## src/dc2_params.svh

```systemverilog
`ifndef DC2_PARAMS_SVH
`define DC2_PARAMS_SVH

// line address layout: tag | index | bank
`define DC2_LINE_WIDTH 24
`define DC2_INDEX_WIDTH 6
`define DC2_SETS 64
`define DC2_TAG_WIDTH 17

`define DC2_BANK_BIT 0 // even/odd split
`define DC2_INDEX_LSB 1 // index is line bits 6:1
`define DC2_TAG_LSB 7 // tag is line bits 23:7

`endif
```

## src/dc2_pkg.sv

```systemverilog
`default_nettype none

`include "dc2_params.svh"

package dc2_pkg;

  typedef logic [`DC2_INDEX_WIDTH-1:0] dc2_index_t;

  typedef enum logic [1:0] {
    op_read  = 2'd0,
    op_write = 2'd1, // store, dirties on hit
    op_fill  = 2'd2,
    op_evict = 2'd3
  } dc2_op_e;

  // one stored tag entry
  typedef struct packed {
    logic                      valid;
    logic                      excl;
    logic                      dirty;
    logic [`DC2_TAG_WIDTH-1:0] tag;
  } dc2_tag_t;

  typedef struct packed {
    dc2_op_e                    op;
    logic [`DC2_LINE_WIDTH-1:0] line;
    logic                       excl; // installed on fill only
  } dc2_req_t;

  typedef struct packed {
    logic                       src; // 0 lookup, 1 refill
    dc2_op_e                    op;
    logic                       hit;
    logic                       excl;
    logic                       dirty;
    logic                       victim_valid;
    logic                       victim_dirty;
    logic [`DC2_LINE_WIDTH-1:0] victim_addr;
  } dc2_resp_t;

endpackage

`default_nettype wire

```

## src/dc2_tag_top.sv

```systemverilog
`default_nettype none

`include "dc2_params.svh"

module dc2_tag_top
  import dc2_pkg::*;
(
  input  logic      clk,
  input  logic      rst,
  input  logic      lookup_valid,
  input  dc2_req_t  lookup_req,
  output logic      grant_lookup,
  input  logic      refill_valid,
  input  dc2_req_t  refill_req,
  output logic      grant_refill,
  output logic      ready,
  output logic      resp_valid,
  output dc2_resp_t resp
);

  logic       issue;
  logic       issue_src;
  dc2_req_t   issue_req;
  logic       init;
  dc2_index_t init_index;

  logic       even_valid;
  logic       odd_valid;
  dc2_resp_t  even_resp;
  dc2_resp_t  odd_resp;

  dc2_init_sweep u_init (
    .clk        (clk),
    .rst        (rst),
    .init       (init),
    .init_index (init_index),
    .ready      (ready)
  );

  dc2_tag_arb u_arb (
    .clk          (clk),
    .rst          (rst),
    .ready        (ready),
    .lookup_valid (lookup_valid),
    .lookup_req   (lookup_req),
    .refill_valid (refill_valid),
    .refill_req   (refill_req),
    .grant_lookup (grant_lookup),
    .grant_refill (grant_refill),
    .issue        (issue),
    .issue_src    (issue_src),
    .issue_req    (issue_req)
  );

  dc2_tag_bank #(.BANK(1'b0)) u_even (
    .clk        (clk),
    .rst        (rst),
    .issue      (issue),
    .issue_src  (issue_src),
    .issue_req  (issue_req),
    .init       (init),
    .init_index (init_index),
    .resp_valid (even_valid),
    .resp       (even_resp)
  );

  dc2_tag_bank #(.BANK(1'b1)) u_odd (
    .clk        (clk),
    .rst        (rst),
    .issue      (issue),
    .issue_src  (issue_src),
    .issue_req  (issue_req),
    .init       (init),
    .init_index (init_index),
    .resp_valid (odd_valid),
    .resp       (odd_resp)
  );

  // one issue per cycle, so at most one bank answers
  assign resp_valid = even_valid | odd_valid;
  assign resp       = odd_valid ? odd_resp : even_resp;

endmodule

`default_nettype wire

```

## src/dc2_tag_bank.sv

```systemverilog
`default_nettype none

`include "dc2_params.svh"

// one direct-mapped bank; lookup in the cycle after issue
module dc2_tag_bank
  import dc2_pkg::*;
#(
  parameter bit BANK = 1'b0
) (
  input  logic       clk,
  input  logic       rst,
  input  logic       issue,
  input  logic       issue_src,
  input  dc2_req_t   issue_req,
  input  logic       init,
  input  dc2_index_t init_index,
  output logic       resp_valid,
  output dc2_resp_t  resp
);

  logic       accept;
  logic       act_q;
  logic       src_q;
  dc2_req_t   req_q;

  dc2_index_t                issue_index;
  dc2_index_t                index_q;
  logic [`DC2_TAG_WIDTH-1:0] req_tag;

  dc2_tag_t   old_entry;
  dc2_tag_t   next_entry;
  dc2_tag_t   write_entry;
  dc2_index_t write_index;
  logic       write_en;
  logic       update;
  logic       hit;

  assign accept      = issue & (issue_req.line[`DC2_BANK_BIT] == BANK);
  assign issue_index = issue_req.line[`DC2_INDEX_LSB +: `DC2_INDEX_WIDTH];

  always_ff @(posedge clk) begin
    if (rst) begin
      act_q <= 1'b0;
    end else begin
      act_q <= accept;
    end
  end

  always_ff @(posedge clk) begin
    if (accept) begin
      src_q <= issue_src;
      req_q <= issue_req;
    end
  end

  dc2_tag_ram u_ram (
    .clk         (clk),
    .rst         (rst),
    .read_en     (accept),
    .read_index  (issue_index),
    .read_entry  (old_entry),
    .write_en    (write_en),
    .write_index (write_index),
    .write_entry (write_entry)
  );

  assign index_q = req_q.line[`DC2_INDEX_LSB +: `DC2_INDEX_WIDTH];
  assign req_tag = req_q.line[`DC2_TAG_LSB +: `DC2_TAG_WIDTH];
  assign hit     = old_entry.valid & (old_entry.tag == req_tag);

  always_comb begin
    next_entry = old_entry;
    update     = 1'b0;
    case (req_q.op)
      op_write: begin
        if (hit) begin
          next_entry.dirty = 1'b1;
          update           = 1'b1;
        end
      end
      op_fill: begin
        next_entry.valid = 1'b1;
        next_entry.excl  = req_q.excl;
        next_entry.dirty = 1'b0; // new line starts clean
        next_entry.tag   = req_tag;
        update           = 1'b1;
      end
      op_evict: begin
        if (hit) begin
          next_entry.valid = 1'b0;
          update           = 1'b1;
        end
      end
      default: begin
        update = 1'b0; // read leaves the set alone
      end
    endcase
  end

  // init sweep owns the write port while it runs
  assign write_en    = init | (act_q & update);
  assign write_index = init ? init_index : index_q;
  assign write_entry = init ? dc2_tag_t'('0) : next_entry;

  always_comb begin
    resp       = '0;
    resp.src   = src_q;
    resp.op    = req_q.op;
    resp.hit   = hit;
    resp.excl  = hit & old_entry.excl;
    resp.dirty = hit & old_entry.dirty;
    if (req_q.op == op_fill) begin
      resp.victim_valid = old_entry.valid;
      resp.victim_dirty = old_entry.valid & old_entry.dirty;
      if (old_entry.valid) begin
        resp.victim_addr = {old_entry.tag, index_q, BANK}; // displaced line
      end
    end else if (req_q.op == op_evict) begin
      resp.victim_valid = hit;
      resp.victim_dirty = hit & old_entry.dirty;
      if (hit) begin
        resp.victim_addr = req_q.line;
      end
    end
  end

  assign resp_valid = act_q;

endmodule

`default_nettype wire

```

## src/dc2_tag_arb.sv

```systemverilog
`default_nettype none

`include "dc2_params.svh"

// two-port round robin onto the shared tag array
module dc2_tag_arb
  import dc2_pkg::*;
(
  input  logic     clk,
  input  logic     rst,
  input  logic     ready,
  input  logic     lookup_valid,
  input  dc2_req_t lookup_req,
  input  logic     refill_valid,
  input  dc2_req_t refill_req,
  output logic     grant_lookup,
  output logic     grant_refill,
  output logic     issue,
  output logic     issue_src,
  output dc2_req_t issue_req
);

  logic last_lookup_q; // 1 when lookup won last
  logic pick_lookup;
  logic pick_refill;

  // on a tie the port not served last goes first
  assign pick_lookup = lookup_valid & (~refill_valid | ~last_lookup_q);
  assign pick_refill = refill_valid & (~lookup_valid | last_lookup_q);

  assign grant_lookup = ready & pick_lookup;
  assign grant_refill = ready & pick_refill;

  assign issue     = grant_lookup | grant_refill;
  assign issue_src = grant_refill;
  assign issue_req = grant_refill ? refill_req : lookup_req;

  always_ff @(posedge clk) begin
    if (rst) begin
      last_lookup_q <= 1'b0; // refill counts as last, lookup first
    end else if (issue) begin
      last_lookup_q <= grant_lookup;
    end
  end

endmodule

`default_nettype wire

```

## src/dc2_init_sweep.sv

```systemverilog
`default_nettype none

`include "dc2_params.svh"

module dc2_init_sweep
  import dc2_pkg::*;
(
  input  logic       clk,
  input  logic       rst,
  output logic       init,
  output dc2_index_t init_index,
  output logic       ready
);

  logic       busy_q;
  dc2_index_t count_q;

  always_ff @(posedge clk) begin
    if (rst) begin
      busy_q  <= 1'b1;
      count_q <= '0;
    end else if (busy_q) begin
      count_q <= count_q + 1'b1;
      if (count_q == dc2_index_t'(`DC2_SETS - 1)) begin
        busy_q <= 1'b0; // last set cleared
      end
    end
  end

  assign init       = busy_q;
  assign init_index = count_q;
  assign ready      = ~busy_q;

endmodule

`default_nettype wire

```

## src/dc2_tag_ram.sv

```systemverilog
`default_nettype none

`include "dc2_params.svh"

// write-first: read data comes from the held address, so a write on the
// capture edge is already visible when the data is used
module dc2_tag_ram
  import dc2_pkg::*;
(
  input  logic       clk,
  input  logic       rst,
  input  logic       read_en,
  input  dc2_index_t read_index,
  output dc2_tag_t   read_entry,
  input  logic       write_en,
  input  dc2_index_t write_index,
  input  dc2_tag_t   write_entry
);

  dc2_tag_t   mem [`DC2_SETS];
  dc2_index_t read_index_q;

  assign read_entry = mem[read_index_q];

  always_ff @(posedge clk) begin
    if (rst) begin
      read_index_q <= '0;
    end else if (read_en) begin
      read_index_q <= read_index;
    end
    if (write_en) begin
      mem[write_index] <= write_entry;
    end
  end

endmodule

`default_nettype wire

```

## config.mk

```make
export PLATFORM = sky130hd
export DESIGN_NAME = dc2_tag_top
export DESIGN_NICKNAME = d
export VERILOG_FILES = /design/src/dc2_pkg.sv /design/src/dc2_tag_top.sv /design/src/dc2_tag_bank.sv /design/src/dc2_tag_arb.sv /design/src/dc2_init_sweep.sv /design/src/dc2_tag_ram.sv
export VERILOG_INCLUDE_DIRS = /design/src
export SDC_FILE = /design/constraint.sdc
export NUM_CORES = 2
export LEC_CHECK = 0
export ABC_AREA = 1
export BUFFER_PORTS_ARGS = -buffer_cell sky130_fd_sc_hd__buf_2
export CAP_MARGIN = 25
export CORE_UTILIZATION = 45
export CTS_BUF_LIST = sky130_fd_sc_hd__clkbuf_8
export CTS_CLUSTER_DIAMETER = 50
export DETAILED_ROUTE_END_ITERATION = 10
export GPL_ROUTABILITY_DRIVEN = 1
export REMOVE_ABC_BUFFERS = 1
export SLEW_MARGIN = 40
export SYNTH_ARGS = -nofsm -noshare
export SYNTH_HDL_FRONTEND = slang
export SYNTH_HIERARCHICAL = 1
export SYNTH_SLANG_ARGS = --single-unit
```

## constraint.sdc

```tcl
create_clock -name clk -period 9.9 [get_ports clk]
set_input_delay 0 -clock clk [delete_from_list [all_inputs] [get_ports clk]]
set_output_delay 0 -clock clk [all_outputs]
set_load 0.02 [all_outputs]
```

==> results <==
- During I/O placement, the number of pins put on the boundary was 94.
- The sequential share of power is 57.7%.
- The number of iterations in the first detailed-routing pass is 7.
- The critical path class is flop to output pin.
- The endpoint of the most critical register-to-register path is u_even/u_ram/mem[1][13].
- The gate count of the mapped netlist is 9504.
- The final total negative setup slack is 0 ns.
- The clock transition at the registers of the reported paths is 0.06 ns.
- Setup slack on the critical path of the routed design comes to 2.48 ns.
- The number of antenna violations at the first check in global routing is 9.
- The post-synth design cell area is 109000 um2.
- The critical-path maximum fanout is 66.
- The count of yosys warnings during synthesis is 6.
- The timing-limited maximum frequency is 135 MHz.
- The time the worst path needs with I/O delays and setup is 7.42 ns.
- Counting instances, the worst hold path has a depth of 6.
- The signal on the critical path passes through buf_4, buf_4, nand2_1, nand3_1, nand3_1, nand2_1, nand2_1, nand3_1, nand3_1, nand2_1, xor2_1, nor3_2, nand4_4, o21ai_2, nand2_1, nand2_1, buf_2.
- The finished cells cover 123000 um2.
- The startpoint identified for the worst hold timing path is refill_req[4].
- In the final design database the tool counted 9835 nets.
- The run finished with clean final reports.
- Of the post-synthesis cell area, the dominant cell type holds 71.9%.
- At the later pin of the worst-skew pair, clock insertion delay measures 1.15 ns.
- The area of placed instances is 114000 um2.
- The count of fill cells added during filler insertion is 21.0k.
- Across all hold checks on the routed design, the worst slack comes to 0.0810 ns.
- In this design, the stage delay of the slowest critical-path cell is 0.76 ns.
- The post-CTS setup repair buffer count is 0.
- The element type at the critical path end is an output pin.
- The relative slew slack is 39.6%.
- The biggest area contributor in the post-synthesis netlist is sky130_fd_sc_hd__edfxtp_1.
- The clock power share is 40.7%.
- The actual slew at the worst max-slew pin is 0.904 ns.
- Combinational cells account for 1.6% of the total power.
- In the post-synthesis netlist, the biggest area contributors are sky130_fd_sc_hd__edfxtp_1 72%, sky130_fd_sc_hd__nand2_1 12%, sky130_fd_sc_hd__nand3_1 10%, sky130_fd_sc_hd__buf_2 1.6%, sky130_fd_sc_hd__buf_4 0.65%.
- Counting flops with an async set or reset pin after synthesis yields a share of 0%.
- The nature of the critical path startpoint is a flop.
- The setup slack of the most critical reg-to-reg path is 3.00 ns.
- Port buffering added 93 buffers.
- The half-perimeter wire length after placement is 190 mm.
- Net switching is 21.4% of the power.
- In this run the standard cell core region covers 241000 um2.
- For this run, the total global-route usage over all layers was measured as 26.8%.
- The cell sitting at the root of the clock tree is a sky130_fd_sc_hd__clkbuf_8.
- After floorplanning, the core was divided into 180 placement rows.
- The number of DRC markers in iteration 0 is 9650.
- Clock tree synthesis inserted a total of 438 buffers.
- TritonCTS built the clock tree.
- The clock tree synthesis step divided the H-tree into 5 levels.
- For this design the static power due to leakage is 45.9 nW.
- The critical path required time is 9.90 ns.
- The worst reg2reg path depth is 19.
- The clock arrives with 0.0909 ns of skew.
- The tightest min-delay check is of the primary input to flop type.
- Relative to the synthesized area, the layout overhead comes to 12.8%.
- For this design the ratio of total power to cell area is 172 nW/um2.
- The worst IR drop on VDD is 0.000166 V.
- The final weighted congestion in routability-driven placement is 0.995.
- The clock net in this run drives a total of 2650 sinks.
- For this run, the register share of the synthesized area comes to 72.5%.
- Internal power comes to 0.0166 W.
- Using the TritonRoute via totals, the vias-per-cell ratio works out to 5.66.
- The total count of max-transition violations in the final report was 0.
- The die footprint is 245000 um2.
- The power after layout is 0.0212 W.
- Dividing the detail-routed wire length by the instance count gives 25.0 um.
- The most used cell along the critical path is sky130_fd_sc_hd__nand2_1.
- Entering global routing, the biggest net connects 172 pins.
- The first-pass GRT wire length is 480 mm.
- The final worst-path cycle share is 74.9%.
- The detail route stage leaves a number of antenna-violating nets equal to 0.
- The starting density of the core is 45.3%.
- The setup-violating endpoint count in the final report is 0.
- The placement-stage worst setup slack is 3.26 ns.
- The die is 495 um tall.
- For the worst setup path, the data arrival time is 7.42 ns.
- Summed over all layers, the global routing overflow is 0.
- The via count of the first global-routing pass was 70.7k.
- The clock passes through at most 4 buffers.
- The post-synthesis register bit count is 2650.
- Setup repair after global routing left no endpoint under its margin.
- For this design the total switching power over the nets is 0.00453 W.
- The remaining design rule violation count is 0.
- The final wirelength is 332 mm.
- Yosys mapped a number of flops with a built-in enable equal to 2616.
- The hold violation total from the final report came to 0.
- In this run the horizontal extent of the chip is 495 um.
- A synthesized cell averages 11.5 um2.
- The total of hold buffers inserted after clock tree synthesis is 103.
- The tool flagged a number of max-cap violations equal to 0.
- The number of cells upsized or downsized after cts is 0.
- The routed layout has 75.3k vias.
- The post-route netlist has 10.8% of its cells at a drive strength greater than 1.
- The prevailing post-synth register cell is sky130_fd_sc_hd__edfxtp_1.
- The count of unique library cells instantiated by Yosys is 38.
- The master of the slowest instance on the critical path is sky130_fd_sc_hd__buf_4.
[synthesized netlist by cell type (2+ instances only)]
cell type and count:
sky130_fd_sc_hd__a21oi_1 46, sky130_fd_sc_hd__a21oi_2 14, sky130_fd_sc_hd__buf_1 54, sky130_fd_sc_hd__buf_2 353
sky130_fd_sc_hd__buf_4 95, sky130_fd_sc_hd__buf_6 11, sky130_fd_sc_hd__clkbuf_1 89, sky130_fd_sc_hd__clkinv_1 2
sky130_fd_sc_hd__dfxtp_1 34, sky130_fd_sc_hd__edfxtp_1 2616, sky130_fd_sc_hd__ha_1 7, sky130_fd_sc_hd__inv_1 93
sky130_fd_sc_hd__inv_2 14, sky130_fd_sc_hd__nand2_1 3566, sky130_fd_sc_hd__nand2_2 5, sky130_fd_sc_hd__nand3_1 2188
sky130_fd_sc_hd__nand3_2 3, sky130_fd_sc_hd__nand4_1 19, sky130_fd_sc_hd__nor2_1 155, sky130_fd_sc_hd__nor2_2 5
sky130_fd_sc_hd__nor2_4 2, sky130_fd_sc_hd__nor3_1 2, sky130_fd_sc_hd__nor4_1 16, sky130_fd_sc_hd__o21a_1 2
sky130_fd_sc_hd__o21ai_0 65, sky130_fd_sc_hd__o21ai_1 7, sky130_fd_sc_hd__o21ai_2 13, sky130_fd_sc_hd__xnor2_1 9
sky130_fd_sc_hd__xor2_1 10
[sequential cells by signal, indices dropped and copies added (netlist names), named ones only]
| signal | cells |
|---|---|
| u_even/resp_valid | 1 |
| u_odd/resp | 2 |
| u_even/src_q | 1 |
| u_even/index_q | 6 |
| u_odd/src_q | 1 |
| u_odd/u_ram/read_index_q | 6 |
| u_even/resp | 2 |
| u_even/u_ram/mem | 1280 |
| u_odd/resp_valid | 1 |
| u_init/init_index | 6 |
| u_even/u_ram/read_index_q | 6 |
| u_odd/u_ram/mem | 1280 |
| u_init/init | 1 |
| u_arb/last_lookup_q | 1 |
| u_odd/req_q | 19 |
| u_odd/index_q | 6 |
| u_even/req_q | 19 |
[critical path, delay by kind of cell (launching register included)]
| kind | cells | cell delay, ns |
|---|---|---|
| XOR/XNOR | 1 | 0.11 |
| flip-flops | 1 | 0.64 |
| AND/OR/NAND/NOR | 12 | 3.15 |
| AO/OA/AOI/OAI | 1 | 0.63 |
| buffers and inverters | 3 | 1.65 |
[area by class of cell]
class,instances,area (um2),area share [%]
sequential,2650,79300,64.4
multi-input combinational,6141,27600,22.4
clock buffer,450,6190,5.03
timing repair buffer,428,4110,3.34
tap,3185,3990,3.24
clock inverter,321,1490,1.21
inverter,111,484,0.393
antenna,11,27.5,0.0223
[worst max-delay path by stage]
stage,end,depth (start not counted),start,slack [ns]
global placement,u_even/u_ram/mem[36][17],19,flop,2.51
finish,resp[16],17,flop,2.48
detailed placement,u_even/u_ram/mem[1][14],19,flop,3.26
CTS,resp[14],17,flop,2.72
floorplan,u_odd/u_ram/mem[48][0],20,flop,-23.55
global route,resp[16],18,flop,2.28
[metrics by stage]
step | instances | utilization, %
CTS | 13276 | 51.0
floorplan | 8902 | -
global placement | 12366 | 46.9
finish | 13297 | 51.1
global route | 13292 | 51.1
detailed placement | 12402 | 47.4
[cells by family after synthesis]
kind of cell / share of synthesized area [%]
adders and majority gates: 0.0802
buffers and inverters: 3.26
xor gates and xnor gates: 0.152
and+or+nand+nor: 23.2
DFF: 72.5
AOI/OAI and AO/OA: 0.777
[cells in the final DEF (no fill, tap or decap), types with 4 or more instances in the layout]
cell	count
sky130_fd_sc_hd__a21oi_1	17
sky130_fd_sc_hd__a21oi_2	14
sky130_fd_sc_hd__a21oi_4	29
sky130_fd_sc_hd__buf_12	19
sky130_fd_sc_hd__buf_16	22
sky130_fd_sc_hd__buf_2	93
sky130_fd_sc_hd__buf_4	160
sky130_fd_sc_hd__buf_6	14
sky130_fd_sc_hd__buf_8	14
sky130_fd_sc_hd__bufinv_16	6
sky130_fd_sc_hd__clkbuf_8	450
sky130_fd_sc_hd__clkinv_1	100
sky130_fd_sc_hd__clkinv_2	46
sky130_fd_sc_hd__clkinvlp_4	4
sky130_fd_sc_hd__dfxtp_1	23
sky130_fd_sc_hd__dfxtp_4	8
sky130_fd_sc_hd__diode_2	11
sky130_fd_sc_hd__dlygate4sd3_1	104
sky130_fd_sc_hd__edfxtp_1	2616
sky130_fd_sc_hd__ha_1	6
sky130_fd_sc_hd__inv_1	251
sky130_fd_sc_hd__inv_2	7
sky130_fd_sc_hd__inv_6	7
sky130_fd_sc_hd__nand2_1	3566
sky130_fd_sc_hd__nand2_2	5
sky130_fd_sc_hd__nand3_1	2181
sky130_fd_sc_hd__nand3_2	10
sky130_fd_sc_hd__nand4_1	19
sky130_fd_sc_hd__nor2_1	32
sky130_fd_sc_hd__nor2_2	53
sky130_fd_sc_hd__nor2_4	77
sky130_fd_sc_hd__nor4_2	16
sky130_fd_sc_hd__o21ai_0	59
sky130_fd_sc_hd__o21ai_1	10
sky130_fd_sc_hd__o21ai_2	16
sky130_fd_sc_hd__xnor2_1	9
sky130_fd_sc_hd__xor2_1	10
[routing by layer]
metal | track usage (%) | vias up | wire length [um]
li1 | - | 33835 | -
met1 | 37.6 | 37008 | 136000
met2 | 40.1 | 3815 | 149000
met3 | 5.56 | 633 | 31700
met4 | 12.1 | 4 | 15400
met5 | 0 | - | 28
[power by group through the flow]
stage / logic (W) / registers, W / clock network, W
after floorplan: 0.000131 / 0.0124 / 0
after global placement: 0.000280 / 0.0124 / 0
after detailed placement: 0.000298 / 0.0124 / 0
after CTS: 0.000327 / 0.0122 / 0.00877
after global routing: 0.000355 / 0.0122 / 0.00924
final: 0.000339 / 0.0122 / 0.00862
Power figures use the tool's default switching activity.
